## config.mk

```make
export PLATFORM = sky130hd
export DESIGN_NAME = input_mapper
export DESIGN_NICKNAME = d
export VERILOG_FILES = /design/src/arcade_pkg.sv /design/src/input_mapper.sv
export SDC_FILE = /design/constraint.sdc
export NUM_CORES = 1
export LEC_CHECK = 0
export ABC_AREA = 1
export BUFFER_PORTS_ARGS = -buffer_cell sky130_fd_sc_hd__buf_2
export CAP_MARGIN = 20
export CORE_UTILIZATION = 25
export DETAILED_ROUTE_END_ITERATION = 12
export PLACE_DENSITY = 0.54
export SYNTH_ARGS = -nofsm -noshare
export SYNTH_HDL_FRONTEND = slang
export SYNTH_SLANG_ARGS = --single-unit
```

## constraint.sdc

```tcl
create_clock -name clock_48 -period 1.4 [get_ports clock_48]
set_clock_uncertainty 0.2 [all_clocks]
set_input_delay 0 -clock clock_48 [delete_from_list [all_inputs] [get_ports clock_48]]
set_output_delay 0 -clock clock_48 [all_outputs]
set_load 0.01 [all_outputs]
```

## src/arcade_pkg.sv

```systemverilog
package arcade_pkg;

	localparam int ROM_ADDR_W = 15; // 32 KiB byte store

	// PS/2 set 2 scancodes
	localparam logic [7:0] SC_UP     = 8'h75;
	localparam logic [7:0] SC_DOWN   = 8'h72;
	localparam logic [7:0] SC_LEFT   = 8'h6B;
	localparam logic [7:0] SC_RIGHT  = 8'h74;
	localparam logic [7:0] SC_COIN   = 8'h76; // esc
	localparam logic [7:0] SC_START1 = 8'h05; // f1
	localparam logic [7:0] SC_START2 = 8'h06; // f2
	localparam logic [7:0] SC_FIRE   = 8'h29; // space

	localparam int JOY_RIGHT = 0;
	localparam int JOY_LEFT  = 1;
	localparam int JOY_DOWN  = 2;
	localparam int JOY_UP    = 3;
	localparam int JOY_FIRE  = 4;

	localparam int ST_RESET      = 0;
	localparam int ST_SCAN_LO    = 3; // scanline option, 2 bits
	localparam int ST_SCAN_HI    = 4;
	localparam int ST_MENU_RESET = 6;

	typedef struct packed {
		logic coin;
		logic start1;
		logic start2;
		logic up;
		logic down;
		logic left;
		logic right;
		logic fire;
	} ctrl_t;

	typedef struct packed {
		logic [2:0] r;
		logic [2:0] g;
		logic [1:0] b;
		logic       hblank;
		logic       vblank;
		logic       hs;
		logic       vs;
	} rgb_in_t;

	typedef struct packed {
		logic [5:0] r;
		logic [5:0] g;
		logic [5:0] b;
		logic       hs;
		logic       vs;
	} rgb_out_t;

endpackage

```

## src/input_mapper.sv

```systemverilog
`timescale 1ns/100ps

module input_mapper import arcade_pkg::*; (
	input  logic       clock_48,
	input  logic       rst_n,
	input  logic       key_strobe,
	input  logic       key_pressed,
	input  logic [7:0] key_code,
	input  logic [7:0] joystick_0,
	input  logic [7:0] joystick_1,
	output ctrl_t      controls
);

	logic       strobe_d;
	logic       key_event;
	ctrl_t      keys; // held keyboard buttons
	logic [7:0] joy_any;

	assign key_event = key_strobe != strobe_d; // toggles in either direction
	assign joy_any   = joystick_0 | joystick_1;

	always_ff @(posedge clock_48) begin
		if (!rst_n) begin
			strobe_d <= 1'b0;
			keys     <= '0;
		end else begin
			strobe_d <= key_strobe;
			if (key_event) begin
				case (key_code)
					SC_UP:     keys.up     <= key_pressed;
					SC_DOWN:   keys.down   <= key_pressed;
					SC_LEFT:   keys.left   <= key_pressed;
					SC_RIGHT:  keys.right  <= key_pressed;
					SC_COIN:   keys.coin   <= key_pressed;
					SC_START1: keys.start1 <= key_pressed;
					SC_START2: keys.start2 <= key_pressed;
					SC_FIRE:   keys.fire   <= key_pressed;
					default: ; // other keys ignored
				endcase
			end
		end
	end

	always_ff @(posedge clock_48) begin
		if (!rst_n) begin
			controls <= '0;
		end else begin
			controls.coin   <= keys.coin; // keyboard only
			controls.start1 <= keys.start1;
			controls.start2 <= keys.start2;
			controls.up     <= keys.up | joy_any[JOY_UP];
			controls.down   <= keys.down | joy_any[JOY_DOWN];
			controls.left   <= keys.left | joy_any[JOY_LEFT];
			controls.right  <= keys.right | joy_any[JOY_RIGHT];
			controls.fire   <= keys.fire | joy_any[JOY_FIRE];
		end
	end

	// user_io must present a settled code with every strobe toggle
	a_key_code_known: assert property (@(posedge clock_48) disable iff (!rst_n)
		key_event |-> !$isunknown(key_code));

endmodule

```

==> impl_metrics.yaml <==
status:
  status: "finished, violations left"
  violations: "hold timing"
grt:
  grt_pass1_wl_um: 2710
  antenna_found_initial: 0
  gr-total-overflow: 0
  grt_total_usage_pct: 10.3
  grt_most_used_layer: "met2"
  via_count_of_the_first_global_routing_pass: 720
  grt_use_met3_pct: 1.98
  globalRouteMet1Util_pct: 12.4
  grtUsageMet2_pct: 18.1
  grt_start_max_net_pins: 13
setup_path:
  worst_r2r_startpoint: "strobe_d"
  cp_data_required_time_ns: 1.37
  cp_common_cell: "dlygate4sd3_1"
  path_class: "in2reg"
  reg2reg_setup_slack_ns: 0.21
  nature_of_the_critical_path_endpoint: "flop"
  cp.buffers_inverters: 3
  crit_chain: "dlygate4sd3_1, buf_2, nor2_1, dlygate4sd3_1, a21oi_1"
  worst_r2r_path_depth: 7
  crit_arrival_ns: 1.32
  crit_path_start_kind: "primary input"
  critical_path.top_delay_family: "buffers and inverters"
  critical_path.slowest_cell: "dlygate4sd3_1"
  timing.critical_path.slowest_cell_delay_ns: 0.55
  worst_path_max_fanout: 1
  r2r_end: "keys[5]"
place:
  place.gp.congestion: 0.728
  placement.io_buffers: 29
  detailed_place_hpwl_um: 1270
  placedInstanceArea_um2: 987
logic_synthesis:
  netlist-cell-type-count: 12
  fraction_of_the_yosys_area_taken_by_sequential_cells_pct: 42.8
  synth-warning-count: 0
  synth_fp_nets: 153
  number_of_flip_flops_and_latches_in_the_synthesized_netlist: 17
  syn-instance-count: 125
  synth_area_um2: 795
  synth.avg_cell_area_um2: 6.36
final_layout:
  layout.cells.most_common: "nand2_1"
  mostFrequentLayoutCells: "33 x nand2_1, 29 x buf_2, 26 x nor2_1"
  layout.core_utilization_pct: 40.4
  seq_area_um2: 340
  fillerInstances: 329
  finish.net_count: 207
  area_delta_synth_final_pct: 54.0
  multiInputGateArea_um2: 357
  drive_above_1_share_pct: 22.5
  antenna_cells_inserted: 0
  post-route-cell-area_um2: 1220
timing:
  peak_freq_mhz: 740
  hold-worst-slack_ns: -0.00172
  timing_worst_slew_pin_value_ns: 0.410
  totalNegativeSetupSlack_ns: 0
  final_period_minus_worst_setup_slack_ns: 1.35
  final_max_slew_viol_count: 0
  post-route-period-util_pct: 96.6
  grt_setup_unrepaired: "false"
  final_hold_viol_count: 1
  setup_viol: 0
  max-slew-margin-rel_pct: 72.6
job:
  drv_cap: 0
worst_hold_path:
  whs_endpoint: "keys[1]"
  hp-class: "in2reg"
  holdPathStages: 7
  hold_path.startpoint: "key_code[1]"
floorplanning:
  fp.coreArea_um2: 3030
  design.die.area_um2: 3410
  floorplan.initialDensity_pct: 26.2
  die_x_um: 58.4
  rows: 20
  pin_count: 36
  die_height_um: 58.4
clock_network:
  clock_tree.htree_level_count: 1
  numCtsBuffers: 3
  clock_latency_on_the_worst_skew_pair_ns: 0.27
  clock_pin_slew_of_the_registers_on_the_worst_case_setup_and_hold_paths_ns: 0.09
  max-clock-path-buffers: 2
  cts_tree: "built"
  clock_root_buffer_master: "clkbuf_4"
  cts.repair.resized: 0
  tritoncts_num_sinks: 17
power_and_ir_drop:
  vdd.ir_drop.worst_mv: 0.198
  p_comb_share_pct: 17.7
  sw_frac_of_total_pct: 23.8
  power_leakage_uw: 0.000651
  power_density_nw_per_um2: 740
  internal_portion_of_total_power_uw: 690
  finalPower_uw: 906
  power_switching_uw: 216
  seq_power_share_pct: 55.0
  share_clk_of_total_power_pct: 27.3
drt:
  dr_total_vias: 867
  wl_per_cell_um: 7.61
  drt_pre_antenna_iters: 4
  number_of_routed_nets_with_antenna_violations: 0
  routed_wire_length_um: 1690
  drc: 0
  initialDrtViolationCount: 9
  vias_per_cell: 3.91
per-layer routing:
layer / wire length [um] / vias up
li1: - / 475
met5: 0 / -
met1: 794 / 370
met2: 788 / 20
met3: 78 / 2
met4: 27 / 0
metrics by stage:
stage / instances / hold slack [ns] / worst slack, ns
after floorplan: 125 / -0.107 / 0.323
after global placement: 197 / 0.0209 / 0.264
after detailed placement: 197 / 0.0360 / 0.219
after CTS: 222 / 0.00354 / 0.0552
after global routing: 222 / 0.0573 / 0.00303
final: 222 / -0.00172 / 0.0482
flip-flops by register name, summed over array words and instances (netlist names):
signal    flops
controls      8
strobe_d      1
keys          8
how the worst max path moves through the flow:
| stage | start | end | slack (ns) | depth (start not counted) |
|---|---|---|---|---|
| after floorplan | strobe_d | keys[5] | 0.32 | 7 |
| after global placement | strobe_d | keys[6] | 0.26 | 7 |
| after detailed placement | strobe_d | keys[5] | 0.22 | 7 |
| after CTS | joystick_0[2] | controls[3] | 0.06 | 5 |
| after global routing | key_code[3] | keys[4] | 0.003 | 9 |
| final | joystick_0[1] | controls[2] | 0.05 | 5 |
logic make-up after synthesis:
family | synth area share, %
AO/OA/AOI/OAI | 4.41
buffers and inverters | 12.3
flip-flops | 42.8
AND/OR/NAND/NOR | 40.5
area by class of cell:
cell class / instances / share of cell area, %
multi-input combinational: 83 / 29.1
timing repair buffer: 50 / 29.0
sequential: 17 / 27.8
inverter: 24 / 7.36
tap: 44 / 4.50
clock buffer: 4 / 2.15
power by group through the flow:
stage	sequential, uW	clock, uW	combinational, uW
5_1_grt	499	288	177
2_1_floorplan	515	0	55.3
3_3_place_gp	509	0	114
4_1_cts	498	267	161
3_5_place_dp	510	0	117
6_report	498	247	160
cells in the mapped netlist:
library cell   n  area (um^2)
a21oi_1        7         35.0
buf_4          1         7.51
dfxtp_1       17          340
inv_1         23         86.3
inv_2          1         3.75
nand2_1       33          124
nand2_2        3         18.8
nand3_1        9         45.0
nand4_1        1         6.26
nor2_1        26         97.6
nor2_2         3         18.8
nor2_4         1         11.3
worst reg2reg max path, delay by kind of cell, from the launching register on:
| family | cells | cell delay, ns |
|---|---|---|
| buffers and inverters | 1 | 0.06 |
| flip-flops | 1 | 0.36 |
| AND/OR/NAND/NOR | 6 | 0.49 |
repair_timing:
action / in CTS / in global routing
setup endpoints to repair: 0 / 0
hold endpoints to repair: 17 / 0
hold buffers: 21 / 0
buffers inserted: 0 / 0
Note: power is estimated with default switching activity, not from simulation.
