**config.mk**
```make
export PLATFORM = sky130hd
export DESIGN_NAME = video_out
export DESIGN_NICKNAME = d
export VERILOG_FILES = /design/src/arcade_pkg.sv /design/src/video_out.sv
export SDC_FILE = /design/constraint.sdc
export NUM_CORES = 1
export LEC_CHECK = 0
export ABC_AREA = 1
export CAP_MARGIN = 20
export CORE_MARGIN = 2
export CORE_UTILIZATION = 45
export CTS_CLUSTER_DIAMETER = 50
export DETAILED_ROUTE_END_ITERATION = 10
export DONT_BUFFER_PORTS = 1
export GPL_TIMING_DRIVEN = 1
export PLACE_DENSITY = 0.59
export SLEW_MARGIN = 25
export SYNTH_ARGS = -nofsm -noshare
export SYNTH_HDL_FRONTEND = slang
export SYNTH_SLANG_ARGS = --single-unit
export TNS_END_PERCENT = 1
```
**constraint.sdc**
```tcl
create_clock -name clock_48 -period 1.8 [get_ports clock_48]
set_input_delay 0.09 -clock clock_48 [delete_from_list [all_inputs] [get_ports clock_48]]
set_output_delay 0.09 -clock clock_48 [all_outputs]
set_load 0.02 [all_outputs]
```
**src/arcade_pkg.sv**
```systemverilog
package arcade_pkg;

	localparam int ROM_ADDR_W = 15; // 32 KiB byte store

	// PS/2 set 2 scancodes
	localparam logic [7:0] SC_UP     = 8'h75;
	localparam logic [7:0] SC_DOWN   = 8'h72;
	localparam logic [7:0] SC_LEFT   = 8'h6B;
	localparam logic [7:0] SC_RIGHT  = 8'h74;
	localparam logic [7:0] SC_COIN   = 8'h76; // esc
	localparam logic [7:0] SC_START1 = 8'h05; // f1
	localparam logic [7:0] SC_START2 = 8'h06; // f2
	localparam logic [7:0] SC_FIRE   = 8'h29; // space

	localparam int JOY_RIGHT = 0;
	localparam int JOY_LEFT  = 1;
	localparam int JOY_DOWN  = 2;
	localparam int JOY_UP    = 3;
	localparam int JOY_FIRE  = 4;

	localparam int ST_RESET      = 0;
	localparam int ST_SCAN_LO    = 3; // scanline option, 2 bits
	localparam int ST_SCAN_HI    = 4;
	localparam int ST_MENU_RESET = 6;

	typedef struct packed {
		logic coin;
		logic start1;
		logic start2;
		logic up;
		logic down;
		logic left;
		logic right;
		logic fire;
	} ctrl_t;

	typedef struct packed {
		logic [2:0] r;
		logic [2:0] g;
		logic [1:0] b;
		logic       hblank;
		logic       vblank;
		logic       hs;
		logic       vs;
	} rgb_in_t;

	typedef struct packed {
		logic [5:0] r;
		logic [5:0] g;
		logic [5:0] b;
		logic       hs;
		logic       vs;
	} rgb_out_t;

endpackage

```
**src/video_out.sv**
```systemverilog
`timescale 1ns/100ps

module video_out import arcade_pkg::*; (
	input  logic       clock_48,
	input  logic       rst_n,
	input  rgb_in_t    video_in,
	input  logic [1:0] scanlines,
	output rgb_out_t   video_o
);

	logic       blank;
	logic [2:0] b3;
	logic [5:0] r_wide;
	logic [5:0] g_wide;
	logic [5:0] b_wide;
	logic       line_odd;
	logic       new_line;
	logic       dim_line;

	// scanline attenuation, 1 = -25%, 2 = -50%, 3 = -75%
	function automatic logic [5:0] dim(input logic [5:0] v, input logic [1:0] sl);
		logic [5:0] res;
		case (sl)
			2'd1:    res = v - {2'b00, v[5:2]};
			2'd2:    res = {1'b0, v[5:1]};
			2'd3:    res = {2'b00, v[5:2]};
			default: res = v;
		endcase
		return res;
	endfunction

	assign blank = video_in.hblank | video_in.vblank;
	assign b3    = {video_in.b, video_in.b[0]}; // 2 to 3 bits

	assign r_wide = blank ? 6'd0 : {video_in.r, video_in.r};
	assign g_wide = blank ? 6'd0 : {video_in.g, video_in.g};
	assign b_wide = blank ? 6'd0 : {b3, b3};

	// output hs is the input hs of the previous cycle
	assign new_line = video_in.hs & ~video_o.hs;
	assign dim_line = line_odd ^ new_line; // parity of the line now arriving

	always_ff @(posedge clock_48) begin
		if (!rst_n) begin
			line_odd <= 1'b0;
			video_o  <= '0;
		end else begin
			if (new_line) begin
				line_odd <= ~line_odd;
			end
			video_o.r  <= dim_line ? dim(r_wide, scanlines) : r_wide;
			video_o.g  <= dim_line ? dim(g_wide, scanlines) : g_wide;
			video_o.b  <= dim_line ? dim(b_wide, scanlines) : b_wide;
			video_o.hs <= video_in.hs; // same latency as colours
			video_o.vs <= video_in.vs;
		end
	end

endmodule

```
==> results of run 1 <==
[final cells by class]
class	count	area, um2	share of cell area
Multi-Input combinational cell	137	806	0.531
Sequential cell	21	420	0.277
Inverter	36	135	0.0890
Timing Repair Buffer	10	87.6	0.0577
Tap cell	33	41.3	0.0272
Clock buffer	3	22.5	0.0148
Clock inverter	1	5.00	0.00330
[per-stage QoR]
step	worst slack (ns)	total power, mW	hold slack, ns
6_report	0.380	0.994	0.0342
2_1_floorplan	0.200	0.727	0.188
4_1_cts	0.385	0.999	0.0351
5_1_grt	0.168	1.06	0.0309
3_5_place_dp	0.102	0.774	0.190
3_3_place_gp	0.153	0.770	0.186
[placed cells by master (no fill, tap or decap), drive strengths merged, types with 5 or more instances in the layout]
master	netlist	routed
a21oi	15	15
nand4	5	5
nand2	43	43
dfxtp	21	21
inv	36	36
nor2	13	13
o22ai	5	5
buf	2	5
dlygate4sd3	0	5
o21ai	14	14
ha	10	10
nand3	24	24
[sequential cells by signal, summed over array words and instances (netlist names)]
signal	flops
line_odd	1
video_o	20
[worst max-delay path, delay by kind of cell (launching register included)]
family	cells	cell delay, ns
and+or+nand+nor	3	0.20
DFF	1	0.33
buffers and inverters	2	0.23
AOI/OAI and AO/OA	4	0.55
[how the worst max path moves through the flow]
| stage | startpoint | endpoint | slack [ns] | depth (start not counted) |
|---|---|---|---|---|
| after floorplan | video_in[2] | video_o[12]$_SDFF_PN0_ | 0.20 | 11 |
| after global placement | video_in[2] | video_o[17]$_SDFF_PN0_ | 0.15 | 12 |
| after detailed placement | video_in[2] | video_o[19]$_SDFF_PN0_ | 0.10 | 14 |
| after CTS | video_o[1]$_SDFF_PN0_ | video_o[8]$_SDFF_PN0_ | 0.39 | 9 |
| after global routing | video_o[1]$_SDFF_PN0_ | video_o[8]$_SDFF_PN0_ | 0.17 | 9 |
| final | video_o[1]$_SDFF_PN0_ | video_o[8]$_SDFF_PN0_ | 0.38 | 9 |
[routing by layer]
metal / GRT usage / up-vias / wire length (um)
met1: 0.253 / 587 / 1410
li1: - / 664 / -
met5: 0 / - / 0
met2: 0.312 / 40 / 1500
met3: 0.0175 / 4 / 153
met4: 0.0571 / 0 / 36
[cells by family after synthesis]
logic type	after synthesis	synth area share
simple gates	87	0.304
flops	21	0.302
fa+ha+maj	12	0.119
buf+inv	39	0.119
compound gates	38	0.156
[power groups by stage]
stage                     combinational, mW  sequential (mW)  clock [mW]
after floorplan                       0.175            0.552           0
after global placement                0.217            0.553           0
after detailed placement              0.220            0.554           0
after CTS                             0.234            0.543       0.222
after global routing                  0.270            0.546       0.243
final                                 0.235            0.542       0.217
==> out/metrics.yaml, run 1 <==
wl_per_cell_um: 12.9
gr-usage-all-layers: 0.187
synth-async-reset-ratio: 0
setup-tns-final_ns: 0
swShare: 0.333
power.density_nw_per_um2: 655
ant_nets: 0
ys.warnings.count: 0
maxSlewViolCount: 0
pwr-share-clk: 0.219
status: "finished, final reports clean"
pin_count: 36
start_util: 0.464
critPathLaunchType: "flip-flop"
ys_ff_latch: 21
synth_nets: 225
drt_first_pass_iters: 4
switching_power_uw: 331
final-hold-violation-count: 0
maxCapViolCount: 0
design.core.area_um2: 3000
synth_top_area_share: 0.302
post-route-drc-count: 0
drt_wl_total_mm: 3.10
cts-buffers-inserted: 3
crit_path_max_fanout: 6
p_leak_nw: 0.796
r2r_setup_slack_ns: 0.38
clkTransAtPathRegs_ns: 0.11
root_buffer: "clkbuf_4"
synthToLayoutAreaGrowth_pct: 8.99
placed_cells: 232
worst_slew_pin_slew_ns: 0.495
placed_area_um2: 1440
grt-ovfl-total: 0
path_class: "flip-flop to flip-flop"
stdcell_area_um2: 1520
synth_edf_count: 0
clockBufferDepth: 2
cts_setup_buffers: 0
vias: 1295
postCtsResizedCells: 0
grt_pass1_vias: 1244
seqPwrFrac: 0.545
dpl.hpwl_mm: 2.49
antenna_found_initial: 0
rsz0062_at_grt: "no"
grt_pass1_wl_mm: 5.21
post_route_cells_drive_above_1_share: 0.101
min_path_type: "input pin to flip-flop"
share_comb_of_total_power: 0.236
ys.flop_type: "dfxtp_1"
hold_end: "video_o[8]$_SDFF_PN0_"
r2r_cells: 9
crit_chain: "inv_1 > nand2_1 > nand2_1 > nand2_1 > a21oi_1 > buf_4 > o21ai_0 > a21oi_1 > a21oi_1"
cts_tree: "yes"
slew_headroom: 0.669
num_rows: 20
htreeDepth: 1
insertedDiodeCount: 0
max_freq_mhz: 704
synth.area.top_cells: "dfxtp_1 30%, nand2_1 11%, inv_1 9.4%"
reg2reg_from: "video_o[1]$_SDFF_PN0_"
cp_slowest_cell: "dfxtp_1"
hp-start: "scanlines[1]"
clk_latency_ns: 0.29
clkSinkCount: 21
die_w_um: 59.6
final_core_util: 0.505
period_needed_ns: 1.42
post-route-period-util: 0.789
gp_congestion: 0.857
setup_viol: 0
r2r_end: "video_o[8]$_SDFF_PN0_"
required_ns: 1.99
nNetsFinal: 237
synthCells: 197
synthMostInstantiatedCell: "nand2_1"
slowest_delay_ns: 0.33
hold_buffers: 5
ys_top_cells_by_count: "39 x nand2_1, 35 x inv_1, 23 x nand3_1, 21 x dfxtp_1, 15 x a21oi_1"
clock_skew_ns: 0.00264
syn_area_um2: 1390
die_h_um: 59.6
syn_area_per_cell_um2: 7.07
grt_max_degree: 15
first_iter_violations: 69
arrival_ns: 1.61
synth_top_area_cell: "dfxtp_1"
peakVddDrop_v: 0.000229
ys_types: 26
internal_power_uw: 663
stdcell_count: 241
hold_path_depth: 3
fillCellCount: 305
endpoint_kind: "flip-flop"
ys_seq_area_frac: 0.302
vias_per_cell: 5.37
fp.dieArea_um2: 3560
io_buffers: 0
No activity file was read; power rests on OpenSTA's default activity.
==> inputs of run 2 (changes only) <==
==> constraint.sdc (replaced) <==
create_clock -name clock_48 -period 1.48 [get_ports clock_48]
set_input_delay 0.074 -clock clock_48 [delete_from_list [all_inputs] [get_ports clock_48]]
set_output_delay 0.074 -clock clock_48 [all_outputs]
set_load 0.02 [all_outputs]
==> run 2 against run 1 <==
Compared with the run above: non-clock buffer count up 18; register-to-register slack worse by 0.21 ns; clock skew down 0.00098 ns; sequential power up 22%; first-iteration DRC count down 7.2%; final area up 12%; clock power up 22%; highest routed layer unchanged; die area unchanged; routed wire length up 4.0%; via count up 6.0%; sequential share of layout area down 3.0 points; critical path depth down 5.
==> out/metrics.yaml, run 2 (synthesized netlist as in run 1, its figures left out) <==
status: "finished, final reports clean"
largest_reg_flops: 20
min_path_type: "input pin to flip-flop"
arrival_ns: 1.64
cp.buffers_inverters: 3
vias_per_cell: 5.30
crit_chain: "dlygate4sd3_1 > nand2_1 > dlygate4sd3_1 > inv_1"
pin_count: 36
grt_pass1_wl_mm: 5.56
largestRegisters: "video_o x20, line_odd x1"
rsz0062_at_grt: "no"
slowest_delay_ns: 0.86
grt_pass1_vias: 1311
clk_latency_ns: 0.30
endpoint_kind: "flip-flop"
die_w_um: 59.6
first_iter_violations: 64
cts-buffers-inserted: 3
ant_nets: 0
crit_path_max_fanout: 14
dpl.hpwl_mm: 2.56
start_util: 0.464
grt_max_degree: 15
crit_top_cell: "dlygate4sd3_1"
post-route-drc-count: 0
drt_wl_total_mm: 3.22
vias: 1373
root_buffer: "clkbuf_4"
clock_skew_ns: 0.00166
post_route_cells_drive_above_1_share: 0.204
final_core_util: 0.566
clockBufferDepth: 2
required_ns: 1.73
peakVddDrop_v: 0.000290
critPathTopFamily: "buffers and inverters"
io_buffers: 0
nNetsFinal: 255
maxCapViolCount: 0
gp_congestion: 0.856
insertedDiodeCount: 0
max_freq_mhz: 721
power.density_nw_per_um2: 738
clkTransAtPathRegs_ns: 0.11
p_leak_nw: 0.887
worst_slew_pin_slew_ns: 0.510
gr-usage-all-layers: 0.199
top_register: "video_o"
final-hold-violation-count: 0
path_class: "input pin to flip-flop"
fp.dieArea_um2: 3560
post-route-period-util: 0.937
grt-ovfl-total: 0
antenna_found_initial: 0
synthToLayoutAreaGrowth_pct: 22.0
cp_slowest_cell: "dlygate4sd3_1"
finalPower_mw: 1.25
period_needed_ns: 1.39
die_h_um: 59.6
cts_tree: "yes"
drt_first_pass_iters: 4
slew_headroom: 0.659
num_rows: 20
final_common_cell: "nand2_1"
maxSlewViolCount: 0
clkSinkCount: 21
wl_per_cell_um: 12.4
mostFrequentLayoutCells: "36 x nand2_1, 34 x inv_1, 23 x nand3_1"
setup_viol: 0
critPathLaunchType: "input pin"
design.core.area_um2: 3000
htreeDepth: 1
fillCellCount: 281
[run 2: cell count changes in the layout (fill, tap and decap cells not counted), moves of 2 or more]
cell,change
buf_4,+17
nand2_1,-3
ha_1,-2
nand2_2,+2
[run 2: final timing paths]
kind / from / end / slack [ns] / cells past startpoint
min: scanlines[1] / video_o[8]$_SDFF_PN0_ / 0.02 / 3
max: rst_n / video_o[0]$_SDFF_PN0_ / 0.09 / 4
min reg2reg: line_odd$_SDFFE_PN0P_ / video_o[3]$_SDFF_PN0_ / 0.77 / 4
max reg2reg: video_o[1]$_SDFF_PN0_ / video_o[15]$_SDFF_PN0_ / 0.17 / 8
[run 2: cell type report]
cell class | count | area [um2] | area share
multi-input combinational | 137 | 837 | 0.493
sequential | 21 | 420 | 0.247
timing repair buffer | 28 | 235 | 0.138
inverter | 36 | 138 | 0.0810
tap | 33 | 41.3 | 0.0243
clock buffer | 3 | 22.5 | 0.0133
clock inverter | 1 | 5.00 | 0.00295
[run 2: metrics by stage]
stage / hold WS (ns) / setup TNS, ns / setup slack [ns] / area, um2 / cells
after global placement: 0.170 / -0.167 / -0.0536 / 1610 / 249
after global routing: 0.0453 / 0 / 0.00316 / 1700 / 259
after CTS: 0.00643 / 0 / 0.0228 / 1680 / 258
after detailed placement: 0.173 / -0.355 / -0.0864 / 1610 / 249
after floorplan: 0.172 / -0.102 / -0.0423 / 1420 / 197
final: 0.0204 / 0 / 0.0935 / 1700 / 259
[run 2: timing repair]
action / in CTS / in global routing
hold endpoints to repair: 21 / 0
endpoints found under the setup margin: 0 / 18
setup buffers: 0 / 1
hold buffers: 5 / 0
resized for setup: 0 / 3
[run 2: tightest hold or removal path: stages]
cell and delay (ns):
inv_1 0.08, nand2_1 0.07, a21oi_1 0.05
[run 2: power breakdown]
group / switching (mW) / internal [mW] / total [mW]
clock: 0.163 / 0.101 / 0.264
sequential: 0.0555 / 0.603 / 0.659
combinational: 0.195 / 0.136 / 0.330
[run 2: metal layers]
metal	GRT usage	vias up	wire length (um)
li1	-	704	-
met1	0.267	624	1490
met2	0.347	41	1550
met3	0.00655	4	149
met4	0.0571	0	42
met5	0	-	0
